File: config.mk
export PLATFORM = sky130hd
export DESIGN_NAME = ttop
export DESIGN_NICKNAME = d
export VERILOG_FILES = /design/src/hw/ttop_pkg.sv /design/src/hw/adc_sample_merge.sv /design/src/hw/capture_ctrl.sv /design/src/hw/laser_pulse_gen.sv /design/src/hw/ttop.sv
export SDC_FILE = /design/constraint.sdc
export NUM_CORES = 1
export LEC_CHECK = 0
export BUFFER_PORTS_ARGS = -buffer_cell sky130_fd_sc_hd__clkbuf_2
export CAP_MARGIN = 25
export CORE_AREA = 5 5 170 172
export DETAILED_ROUTE_END_ITERATION = 8
export DIE_AREA = 0 0 175 177
export SYNTH_ARGS = -nofsm -noshare
export SYNTH_HDL_FRONTEND = slang
export SYNTH_HIERARCHICAL = 1
export SYNTH_SLANG_ARGS = --single-unit
File: constraint.sdc
create_clock -name clk200 -period 2.4 [get_ports clk200]
set_clock_uncertainty 0.2 [all_clocks]
set_input_delay 0.24 -clock clk200 [delete_from_list [all_inputs] [get_ports clk200]]
set_output_delay 0.24 -clock clk200 [all_outputs]
set_load 0.02 [all_outputs]
File: src/hw/ttop_pkg.sv
package ttop_pkg;

    ////////////////////
    // Widths and counts
    ////////////////////

    localparam int SAMPLE_BITS      = 14;
    localparam int SAMPLES_PER_WORD = 4;
    localparam int WDIS_BITS        = 3;
    localparam int CAP_WORDS        = 8;
    localparam int SLOT_BITS        = $clog2(SAMPLES_PER_WORD);
    localparam int WORD_CNT_BITS    = $clog2(CAP_WORDS);

    ////////////////////
    // Vector types
    ////////////////////

    typedef logic [SAMPLE_BITS-1:0]   sample_t;
    typedef logic [WDIS_BITS-1:0]     wdis_t;
    typedef logic [31:0]              pulse_width_t;
    typedef logic [SLOT_BITS-1:0]     slot_cnt_t;
    typedef logic [WORD_CNT_BITS-1:0] word_cnt_t;

    ////////////////////
    // Bundles
    ////////////////////

    // Slot 0 holds the oldest sample
    typedef struct packed {
        logic                           of;
        sample_t [SAMPLES_PER_WORD-1:0] samples;
    } merge_word_t;

    // Capture mode shot settings
    typedef struct packed {
        wdis_t        code;
        pulse_width_t width;
    } laser_cfg_t;

    typedef enum logic {
        ST_IDLE,
        ST_CAPTURE
    } cap_state_e;

endpackage

File: src/hw/adc_sample_merge.sv
module adc_sample_merge
    import ttop_pkg::*;
(
    input  logic        clk200,
    input  logic        rst_n,
    input  sample_t     adc_data,
    input  logic        adc_of,
    input  logic        cap_window,
    output merge_word_t merge_data,
    output logic        merge_datv
);

    sample_t [SAMPLES_PER_WORD-1:0] slot_reg;
    slot_cnt_t                      slot_cnt;
    logic                           slot_last;
    logic                           of_acc;
    logic                           word_full;

    assign slot_last = (slot_cnt == slot_cnt_t'(SAMPLES_PER_WORD - 1));

    // Slot count restarts whenever the window is closed
    always_ff @(posedge clk200) begin
        if (!rst_n) begin
            slot_cnt  <= '0;
            word_full <= 1'b0;
        end else if (cap_window) begin
            if (slot_last) begin
                slot_cnt <= '0;
            end else begin
                slot_cnt <= slot_cnt + 1'b1;
            end
            word_full <= slot_last;
        end else begin
            slot_cnt  <= '0;
            word_full <= 1'b0;
        end
    end

    // Newest sample enters at the top slot
    always_ff @(posedge clk200) begin
        if (cap_window) begin
            slot_reg <= {adc_data, slot_reg[SAMPLES_PER_WORD-1:1]};
            if (slot_cnt == '0) begin
                of_acc <= adc_of;
            end else begin
                of_acc <= of_acc | adc_of;
            end
        end
    end

    ////////////////////
    // Word output
    ////////////////////

    always_ff @(posedge clk200) begin
        if (!rst_n) begin
            merge_datv <= 1'b0;
        end else begin
            merge_datv <= word_full;
        end
    end

    // Slots are read before the next word overwrites them
    always_ff @(posedge clk200) begin
        if (word_full) begin
            merge_data.samples <= slot_reg;
            merge_data.of      <= of_acc;
        end
    end

endmodule

File: src/hw/capture_ctrl.sv
module capture_ctrl
    import ttop_pkg::*;
(
    input  logic       clk200,
    input  logic       rst_n,
    input  logic       cap_mode,
    input  logic       cap_trig,
    input  laser_cfg_t cap_cfg,
    input  wdis_t      com_wdis,
    input  logic       com_open,
    input  logic       com_close,
    input  logic       word_valid,
    output logic       fire,
    output wdis_t      pulse_code,
    output logic       manual_on,
    output wdis_t      manual_code,
    output logic       cap_window,
    output logic       capr_rdy
);

    cap_state_e state;
    word_cnt_t  word_cnt;
    logic       trig_ok;
    logic       last_word;

    // Only an idle capture-mode trigger starts a shot
    assign trig_ok   = (state == ST_IDLE) && cap_mode && cap_trig;
    assign last_word = (state == ST_CAPTURE) && word_valid
                       && (word_cnt == word_cnt_t'(CAP_WORDS - 1));

    ////////////////////
    // Capture FSM
    ////////////////////

    always_ff @(posedge clk200) begin
        if (!rst_n) begin
            state      <= ST_IDLE;
            word_cnt   <= '0;
            fire       <= 1'b0;
            cap_window <= 1'b0;
            capr_rdy   <= 1'b0;
        end else begin
            fire     <= trig_ok;
            capr_rdy <= last_word;
            case (state)
                ST_IDLE: begin
                    word_cnt <= '0;
                    if (trig_ok) begin
                        state      <= ST_CAPTURE;
                        cap_window <= 1'b1;
                    end
                end
                ST_CAPTURE: begin
                    // Mode changes do not end a running capture
                    if (word_valid) begin
                        word_cnt <= word_cnt + 1'b1;
                    end
                    if (last_word) begin
                        state      <= ST_IDLE;
                        cap_window <= 1'b0;
                    end
                end
                default: begin
                    state      <= ST_IDLE;
                    cap_window <= 1'b0;
                end
            endcase
        end
    end

    // Drive code of the shot
    always_ff @(posedge clk200) begin
        if (trig_ok) begin
            pulse_code <= cap_cfg.code;
        end
    end

    ////////////////////
    // Command mode
    ////////////////////

    // Close wins over open
    always_ff @(posedge clk200) begin
        if (!rst_n) begin
            manual_on <= 1'b0;
        end else if (cap_mode || com_close) begin
            manual_on <= 1'b0;
        end else if (com_open) begin
            manual_on <= 1'b1;
        end
    end

    always_ff @(posedge clk200) begin
        if (!cap_mode && com_open && !com_close) begin
            manual_code <= com_wdis;
        end
    end

endmodule

File: src/hw/laser_pulse_gen.sv
module laser_pulse_gen
    import ttop_pkg::*;
(
    input  logic         clk200,
    input  logic         rst_n,
    input  logic         fire,
    input  wdis_t        pulse_code,
    input  pulse_width_t pulse_width,
    input  logic         manual_on,
    input  wdis_t        manual_code,
    output wdis_t        ldd_wp
);

    pulse_width_t pulse_cnt;
    logic         pulse_on;

    // Pulse level for the next cycle
    always_comb begin
        if (fire) begin
            pulse_on = (pulse_width != '0);
        end else begin
            pulse_on = (pulse_cnt != '0);
        end
    end

    ////////////////////
    // Width counter
    ////////////////////

    // Holds the cycles left after the current one
    always_ff @(posedge clk200) begin
        if (!rst_n) begin
            pulse_cnt <= '0;
        end else if (fire) begin
            if (pulse_width == '0) begin
                pulse_cnt <= '0;
            end else begin
                pulse_cnt <= pulse_width - 1'b1;
            end
        end else if (pulse_cnt != '0) begin
            pulse_cnt <= pulse_cnt - 1'b1;
        end
    end

    ////////////////////
    // Drive output
    ////////////////////

    // Manual drive overrides a running shot
    always_ff @(posedge clk200) begin
        if (!rst_n) begin
            ldd_wp <= '0;
        end else if (manual_on) begin
            ldd_wp <= manual_code;
        end else if (pulse_on) begin
            ldd_wp <= pulse_code;
        end else begin
            ldd_wp <= '0;
        end
    end

endmodule

File: src/hw/ttop.sv
module ttop
    import ttop_pkg::*;
(
    input  logic        clk200,
    input  logic        rst_n,
    input  sample_t     adc_data,
    input  logic        adc_of,
    input  logic        cap_mode,
    input  logic        cap_trig,
    input  laser_cfg_t  cap_cfg,
    input  wdis_t       com_wdis,
    input  logic        com_open,
    input  logic        com_close,
    output wdis_t       ldd_wp,
    output merge_word_t merge_data,
    output logic        merge_datv,
    output logic        capr_rdy
);

    logic  word_valid;
    logic  cap_window;
    logic  fire;
    wdis_t pulse_code;
    logic  manual_on;
    wdis_t manual_code;

    assign merge_datv = word_valid;

    ////////////////////
    // Sample input
    ////////////////////

    adc_sample_merge u_merge (
        .clk200     (clk200),
        .rst_n      (rst_n),
        .adc_data   (adc_data),
        .adc_of     (adc_of),
        .cap_window (cap_window),
        .merge_data (merge_data),
        .merge_datv (word_valid)
    );

    ////////////////////
    // Capture control
    ////////////////////

    capture_ctrl u_ctrl (
        .clk200      (clk200),
        .rst_n       (rst_n),
        .cap_mode    (cap_mode),
        .cap_trig    (cap_trig),
        .cap_cfg     (cap_cfg),
        .com_wdis    (com_wdis),
        .com_open    (com_open),
        .com_close   (com_close),
        .word_valid  (word_valid),
        .fire        (fire),
        .pulse_code  (pulse_code),
        .manual_on   (manual_on),
        .manual_code (manual_code),
        .cap_window  (cap_window),
        .capr_rdy    (capr_rdy)
    );

    ////////////////////
    // Laser drive
    ////////////////////

    laser_pulse_gen u_laser (
        .clk200      (clk200),
        .rst_n       (rst_n),
        .fire        (fire),
        .pulse_code  (pulse_code),
        .pulse_width (cap_cfg.width),
        .manual_on   (manual_on),
        .manual_code (manual_code),
        .ldd_wp      (ldd_wp)
    );

endmodule

Yosys cells after proc, flatten, opt, wreduce, memory -nomap -nowiden
Cells that the tools add are included.
{"block": "op_classes", "muxes": 15, "n_addsub": 4, "reduce_logical": 18, "bitwise_logic": 4, "n_eq_ne": 5}
{"operator": "$mux W32", "n": 3}
{"operator": "$reduce_bool A32 Y1", "n": 2}
{"operator": "$sub A32 B1 Y32 const B", "n": 2}
{"operator": "$logic_not A32 Y1", "n": 1}
{"operator": "$mux W3", "n": 3}
{"operator": "$logic_and A1 B1 Y1", "n": 6}
{"operator": "$mux W1", "n": 6}
{"operator": "$pmux W3 S2", "n": 1}
{"operator": "$ne A2 B2 Y1 const B", "n": 2}
{"operator": "$pmux W1 S2", "n": 2}
{"operator": "$reduce_and A2 Y1", "n": 2}
{"operator": "$add A3 B1 Y3 const B", "n": 1}
{"operator": "$eq A3 B3 Y1 const B", "n": 1}
{"operator": "$not A1 Y1", "n": 3}
{"operator": "$reduce_or A3 Y1", "n": 1}
{"operator": "$add A2 B1 Y2 const B", "n": 1}
{"operator": "$eq A2 B2 Y1 const B", "n": 1}
{"operator": "$logic_not A1 Y1", "n": 2}
{"operator": "$logic_not A2 Y1", "n": 1}
{"operator": "$ne A2 B1 Y1 const B", "n": 1}
{"operator": "$reduce_bool A2 Y1", "n": 1}
{"operator": "$reduce_or A2 Y1", "n": 1}
{"operator": "$logic_or A1 B1 Y1", "n": 1}
{"operator": "$or A1 B1 Y1", "n": 1}
{"block": "word_totals", "elab_cells": 69, "inputBits": 59, "output_inout_bits": 62, "register_bits": 167}

Logic depth before layout (Yosys ltp)
Gate-level depths: netlist of the first run.
{"block": "depth", "word_depth": 5, "depth_mapped": 10, "depth_no_buf": 8}

Hierarchy
The synthesis of the first run kept the hierarchy.
{"mod": "adc_sample_merge", "instances": 1, "seq_area_each_um2": 3503.4, "cells_per_inst": 129, "area_per_inst_um2": 3583.4}
{"mod": "laser_pulse_gen", "instances": 1, "seq_area_each_um2": 700.7, "cells_per_inst": 323, "area_per_inst_um2": 2640.0}
{"mod": "capture_ctrl", "instances": 1, "seq_area_each_um2": 340.3, "cells_per_inst": 36, "area_per_inst_um2": 489.2}

Least setup slack after synthesis of the first run
No wires, ideal clock.
{"block": "synth_timing", "path_type": "flip-flop to flip-flop", "start": "register u_laser.pulse_cnt[18]", "end": "register u_laser.pulse_cnt[7]", "period_less_slack_ps": 2563, "slack_ps": -163, "path_buffers": 3, "arrival_ps": 2249, "stages_incl_launch_ff": 10, "setup_ps": 115, "cell_sequence": "dfxtp_1 > or4_1 > nor4_2 > nand4b_1 > or4_1 > clkbuf_1 > nand2_1 > buf_4 > buf_6 > nor2_1"}
{"block": "synth_between", "elab_chain_len": 2}
{"item": "start: declaration", "line_no": "laser_pulse_gen.sv:14", "rtl": "pulse_width_t pulse_cnt;"}
{"item": "start signal: assignment", "line_no": "laser_pulse_gen.sv:38", "rtl": "pulse_cnt <= pulse_width - 1'b1;"}
{"item": "start signal: assignment", "line_no": "laser_pulse_gen.sv:41", "rtl": "pulse_cnt <= pulse_cnt - 1'b1;"}
{"item": "$reduce_bool A32 Y1", "line_no": "laser_pulse_gen.sv:40", "rtl": "end else if (pulse_cnt != '0) begin"}
{"item": "$reduce_bool A2 Y1 (no line)"}
No other way between the ends.
A chain may end at the register's enable or synchronous reset.

Final worst setup path of the first run
{"block": "layout_timing", "start": "register u_laser.pulse_cnt[24]", "end": "register u_laser.pulse_cnt[23]"}
Same word-level chain as after synthesis.

==> results of run 1 <==
[logic make-up (layout without fill, tap and decap cells)]
kind of cell / Yosys count / in the layout / synth area share
AND/OR/NAND/NOR: 178 / 178 / 0.154
flip-flops: 167 / 167 / 0.677
adder cells (fa/ha/maj): 7 / 7 / 0.0130
buffers and inverters: 25 / 273 / 0.0212
AO/OA/AOI/OAI: 56 / 56 / 0.0617
multiplexers: 6 / 6 / 0.00913
XOR/XNOR: 49 / 49 / 0.0639
[worst register-to-register path, stage by stage (launching register included)]
cell,delay [ns]
dfxtp_1,0.31
or4_4,0.56
nor4_4,0.26
nand4b_1,0.22
or4_4,0.51
nand2_8,0.14
buf_12,0.14
o32ai_2,0.07
[what timing repair did]
action	CTS	global route
gates resized for setup	5	8
cloned	0	1
hold buffers	26	0
pin swaps	2	1
buffers inserted	1	1
setup endpoints to repair	35	35
hold endpoints to repair	29	0
[through the flow]
stage               worst slack (ns)  utilization  setup TNS [ns]  hold slack, ns  std cells
floorplan                     -0.124            -           -2.81           0.117        488
global placement              -0.296        0.308           -8.48           0.201       1021
detailed placement            -0.338        0.308           -9.59           0.205       1021
CTS                           -0.131        0.340           -2.73         0.00227       1080
global route                  -0.226        0.343           -6.57        0.000793       1082
finish                        -0.121        0.343           -3.03          0.0161       1082
[layer usage]
layer / GRT usage / share of wire
met5: 0 / 0
met1: 0.131 / 0.44
met4: 0.0383 / 0.023
met2: 0.179 / 0.50
met3: 0.0218 / 0.031
[worst paths after layout]
path,startpoint,end,depth (start not counted)
worst min-delay path,cap_cfg[23],u_laser/pulse_cnt[23]$_SDFFE_PN0P_,3
worst min register to register,u_merge/slot_reg[2]$_DFFE_PP_,u_merge/merge_data[2]$_DFFE_PP_,0
worst max register to register,u_laser/pulse_cnt[24]$_SDFFE_PN0P_,u_laser/pulse_cnt[23]$_SDFFE_PN0P_,7
worst max-delay path,u_laser/pulse_cnt[24]$_SDFFE_PN0P_,u_laser/pulse_cnt[23]$_SDFFE_PN0P_,7
[layout make-up]
cell class              instances  area, um2
clock inverters                14        163
flip-flops and latches        167       4550
clock buffers                  18        429
well taps                     346        433
repair buffers                231       1600
fillers                      2708      18000
inverters                      10       37.5
multi-input cells             296       2150
[power breakdown]
part           internal [mW]  leakage (nW)  switching, mW  total, mW
Sequential              3.39          1.48          0.208       3.59
Clock                   1.48         0.279           1.22       2.70
Combinational           1.48          1.78           1.31       2.79
Total                   6.34          3.54           2.73       9.08
[synth_stat cells, types with 2 or more instances]
master,count,area [um2]
or2_2,2,12.5
mux2i_1,5,50.1
xor2_1,23,201
nor3_1,12,60.1
nand3_1,8,40.0
nand2_1,24,90.1
clkbuf_1,8,30.0
or4_1,12,90.1
or3_1,10,62.6
nor4_1,15,93.8
o22ai_1,3,18.8
a21boi_0,4,30.0
dfxtp_1,47,941
buf_6,2,22.5
nor4b_1,3,26.3
inv_1,10,37.5
nor2b_1,3,18.8
nor4_2,2,25.0
o31a_1,2,17.5
nand2b_1,2,12.5
ha_1,7,87.6
a2bb2oi_1,15,131
a211oi_1,4,30.0
a21o_1,2,15.0
o21ai_0,5,25.0
o31ai_1,3,22.5
and3_1,2,12.5
nand3b_1,4,30.0
nor3b_2,2,25.0
buf_2,2,10.0
nor2_1,50,188
nor3b_1,2,15.0
nand4_1,6,37.5
xnor2_1,26,228
nand4b_1,7,61.3
edfxtp_1,120,3600
a21oi_1,8,40.0
[layout by cell type, fill, tap and decap left out, types with 4 or more instances in the layout]
master	count
clkbuf_16	18
ha_1	7
dfxtp_1	43
nor2_1	48
buf_12	6
dlygate4sd3_1	26
inv_1	10
a2bb2oi_1	11
dfxtp_2	4
mux2i_1	5
xnor2_1	26
nor3_1	12
or4_4	6
nand3_1	8
nand3b_1	4
nor4_1	14
a21boi_1	4
nand4_1	6
or4_1	7
nand4b_1	7
clkbuf_2	120
buf_4	76
nand2_1	23
a2bb2oi_2	4
edfxtp_1	120
a21oi_1	7
xor2_1	23
a211oi_2	4
or3_1	9
==> flow_summary_export.csv, run 1 <==
group,metric,value,unit
run_status,violations,"negative setup slack",
setup_path,path_cells,"or4_4 -> nor4_4 -> nand4b_1 -> or4_4 -> nand2_8 -> buf_12 -> o32ai_2",
setup_path,crit_slowest_cell,"or4_4",
sta,period_share,1.05,
floorplanning,die_height,177,um
finish,fin_nets,789,
placement,detailed_place_hpwl,11800,um
finish,area_growth,39.5,%
sta,worst_pin_slew,0.511,ns
finish,drive_above_1_share,0.374,
floorplanning,die_x,175,um
sta,setup_ws,-0.121,ns
routing,drt_iter0_markers,218,
min_path,worstHoldPathType,"input port to flop",
global_route,gr-usage-all-layers,0.104,
logic_synthesis,synth-edff-count,120,
routing,drc,0,
power,p_total,9.08,mW
floorplanning,row_count,61,
global_route,grt_pass1_wl,25200,um
finish,antennaDiodeCount,0,
global_route,grt_max_degree,59,
power,p_leak,3.54,nW
floorplanning,num_io_pins,121,
setup_path,crit_family,"simple AND/OR/NAND/NOR gates",
setup_path,crit_arrival,2.61,ns
clock_network,clk_pin_slew_worst_paths,0.06,ns
logic_synthesis,synth.net_count,554,
setup_path,ff2ff_setup_slack,-0.12,ns
setup_path,endpoint_kind,"flop",
setup_path,path_buf_inv,1,
placement,io_buffer_count,120,
routing,viasPerCell,4.23,
power,power.density,970,mW/mm2
routing,num_vias,4579,
routing,routedWlPerCell,14.8,um
logic_synthesis,yosys_warnings,6,
logic_synthesis,syn_avg_cell_area,13.8,um2
clock_network,clock_sinks,167,
floorplanning,die_area,0.0310,mm2
logic_synthesis,syn_area,0.00671,mm2
placement,place_congestion,0.769,
logic_synthesis,synth_ff_type,"edfxtp_1",
setup_path,slowest_delay,0.56,ns
setup_path,critPathLaunchType,"flop",
sta,setup_violations,34,
setup_path,path_max_fanout,8,
sta,fmax,397,MHz
clock_network,htreeDepth,4,
sta,finalHoldViolCount,0,
sta,maxSlewViolCount,0,
setup_path,cpMostUsedCell,"or4_4",
sta,slew-limit-headroom,0.660,
flow_run,maxCapViolations,0,
clock_network,insertion_delay,0.41,ns
routing,totalWireLength,16100,um
global_route,grt_pass1_vias,4717,
clock_network,tritoncts,"done",
clock_network,max-clock-path-buffers,2,
finish,fin_area,0.00936,mm2
sta,fin_crit,2.52,ns
logic_synthesis,syn_inst,488,
floorplanning,core,0.0273,mm2
floorplanning,start_util,0.246,
sta,rsz0062_at_grt,"yes",
finish,largest_reg_flops,57,
routing,ant_nets,0,
power,peakVddDrop,399,uV
global_route,overflow,0,
run_status,status,"finished with violations",
logic_synthesis,ys_seq_area_frac,0.677,
setup_path,critical_path_class,"flop to flop",
clock_network,cts_root_buf,"clkbuf_16",
logic_synthesis,synthArstFlopShare,0,
setup_path,critPathRequiredTime,2.49,ns
logic_synthesis,ys_seq_elements,167,
routing,drt_first_pass_iters,4,
global_route,antenna_found_initial,0,
logic_synthesis,synth_cell_types,63,
placement,dpl_cell_area,0.00841,mm2
clock_network,cts_made_buffers,17,
Power figures use the tool's default switching activity.
==> inputs of run 2 (changes only) <==
--- a/config.mk
+++ b/config.mk
@@ -7,9 +7,12 @@
 export LEC_CHECK = 0
 export BUFFER_PORTS_ARGS = -buffer_cell sky130_fd_sc_hd__clkbuf_2
 export CAP_MARGIN = 25
+export CELL_PAD_IN_SITES_DETAIL_PLACEMENT = 0
+export CELL_PAD_IN_SITES_GLOBAL_PLACEMENT = 1
 export CORE_AREA = 5 5 170 172
 export DETAILED_ROUTE_END_ITERATION = 8
 export DIE_AREA = 0 0 175 177
+export PLACE_DENSITY_LB_ADDON = 0.1
 export SYNTH_ARGS = -nofsm -noshare
 export SYNTH_HDL_FRONTEND = slang
 export SYNTH_HIERARCHICAL = 1
==> run 2 against run 1 <==
  * Critical path depth is 1 higher
  * Core utilization is 1.1 points higher
  * Sequential share of layout area down 1.5 points
  * Fmax down 1.5%
  * Hold slack better by 0.015 ns
  * Largest cell class unchanged
  * The run still ends with negative setup slack left
  * Largest power group unchanged
  * Clock-buffer cell count fell by 1
  * Register-to-register slack worse by 0.04 ns
  * Wire length rose by 6.5%
==> flow_summary_export.csv, run 2 (synthesis results as in run 1) <==
group,metric,value,unit
run_status,status,"finished with violations",
run_status,violations,"negative setup slack",
min_path,worstHoldPathType,"input port to flop",
finish,fin_nets,803,
clock_network,cts_made_buffers,17,
clock_network,tritoncts,"done",
finish,area_growth,43.9,%
setup_path,crit_slowest_cell,"or4_4",
routing,num_vias,4738,
global_route,grt_max_degree,59,
global_route,grt_pass1_wl,26800,um
routing,drt_iter0_markers,215,
routing,drc,0,
finish,antennaDiodeCount,0,
setup_path,r2r_cells,8,
sta,worst_pin_slew,0.555,ns
flow_run,maxCapViolations,0,
routing,drt_first_pass_iters,4,
setup_path,path_cells,"or4_4 -> nor4_4 -> nand4b_1 -> or4_4 -> nand2_8 -> buf_6 -> buf_6 -> nor2b_1",
finish,final_cell_mix,"120 x clkbuf_2, 120 x edfxtp_1, 85 x buf_4",
finish,drive_above_1_share,0.412,
global_route,overflow,0,
global_route,gr-usage-all-layers,0.110,
setup_path,path_max_fanout,7,
global_route,grt_pass1_vias,5049,
sta,slew-limit-headroom,0.630,
floorplanning,core,0.0273,mm2
floorplanning,num_io_pins,121,
floorplanning,die_x,175,um
setup_path,critPathLaunchType,"flop",
floorplanning,die_area,0.0310,mm2
sta,setup_ws,-0.159,ns
power,peakVddDrop,474,uV
clock_network,clock_sinks,167,
global_route,antenna_found_initial,0,
setup_path,slowest_delay,0.55,ns
placement,pre_cts_slack,-0.395,ns
placement,io_buffer_count,120,
clock_network,clk_pin_slew_worst_paths,0.08,ns
global_route,top_usage_layer,"met2",
sta,setup_violations,35,
global_route,use_met3,0.0258,
sta,fmax,391,MHz
routing,routedWlPerCell,15.6,um
clock_network,max-clock-path-buffers,2,
setup_path,critical_path_class,"flop to flop",
setup_path,crit_arrival,2.68,ns
setup_path,endpoint_kind,"flop",
routing,totalWireLength,17100,um
finish,largest_reg_flops,57,
power,p_total,9.43,mW
floorplanning,die_height,177,um
global_route,grtUsageMet2,0.186,
sta,maxSlewViolCount,0,
sta,finalSetupTns,-3.88,ns
clock_network,cts_root_buf,"clkbuf_16",
floorplanning,start_util,0.246,
clock_network,insertion_delay,0.42,ns
setup_path,critPathRequiredTime,2.52,ns
placement,place_congestion,0.708,
routing,ant_nets,0,
placement,detailed_place_hpwl,12300,um
sta,period_share,1.07,
sta,fin_crit,2.56,ns
sta,finalHoldViolCount,0,
global_route,grt_use_met1,0.140,
sta,rsz0062_at_grt,"yes",
min_path,min_path_cells,4,
floorplanning,row_count,61,
power,power.density,977,mW/mm2
power,p_leak,3.66,nW
clock_network,htreeDepth,4,
sta,whs,0.0309,ns
routing,viasPerCell,4.32,
finish,nFillCells,2717,
run 2: changes by cell type in the layout (fill, tap and decap cells not counted), sizes merged:
cell	previous run	this run
clkinvlp	3	0
bufinv	1	0
clkinv	4	6
buf	84	97
inv	16	19
run 2: per-layer routing:
metal  routed length (um)  vias up
met2                 8320      104
met1                 7820     2275
met5                    0        -
met4                  264        0
met3                  687       16
li1                     -     2343
run 2: power by group:
group / switching [mW] / leakage, nW / internal, mW / total (mW)
Combinational: 1.45 / 1.87 / 1.53 / 2.98
Sequential: 0.225 / 1.48 / 3.38 / 3.61
Clock: 1.39 / 0.304 / 1.46 / 2.85
run 2: final timing paths:
| check | from | endpoint | slack, ns |
|---|---|---|---|
| setup reg to reg | u_laser/pulse_cnt[26]$_SDFFE_PN0P_ | u_laser/pulse_cnt[10]$_SDFFE_PN0P_ | -0.16 |
| hold / removal | cap_cfg[29] | u_laser/pulse_cnt[29]$_SDFFE_PN0P_ | 0.03 |
| hold reg to reg | u_merge/slot_reg[11]$_DFFE_PP_ | u_merge/merge_data[11]$_DFFE_PP_ | 0.22 |
| setup / recovery | u_laser/pulse_cnt[26]$_SDFFE_PN0P_ | u_laser/pulse_cnt[10]$_SDFFE_PN0P_ | -0.16 |
run 2: per-stage QoR:
step / util / cell area, um2 / instances
3_5_place_dp: 0.311 / 8500 / 1033
5_1_grt: 0.354 / 9660 / 1096
3_3_place_gp: 0.311 / 8500 / 1033
2_1_floorplan: - / 6810 / 488
4_1_cts: 0.345 / 9440 / 1092
6_report: 0.354 / 9660 / 1096
run 2: cell type report:
cell class / count / area (um2) / area share
sequential: 167 / 4550 / 0.471
multi-input combinational: 296 / 2260 / 0.234
timing repair buffer: 245 / 1740 / 0.180
tap: 346 / 433 / 0.0448
clock buffer: 17 / 425 / 0.0440
clock inverter: 15 / 209 / 0.0216
inverter: 10 / 37.5 / 0.00389
run 2: critical path: cells and delay by family, from the launching register on:
kind          cells  cell delay, ns
flops             1            0.32
simple gates      6            1.72
buf+inv           2            0.22
run 2: what timing repair did:
item | CTS | global route
resized for setup | 6 | 38
hold buffers | 26 | 0
setup endpoints to repair | 35 | 35
pin swaps | 4 | 17
endpoints found under the hold margin | 28 | 0
gates cloned | 0 | 3
setup buffers | 1 | 2
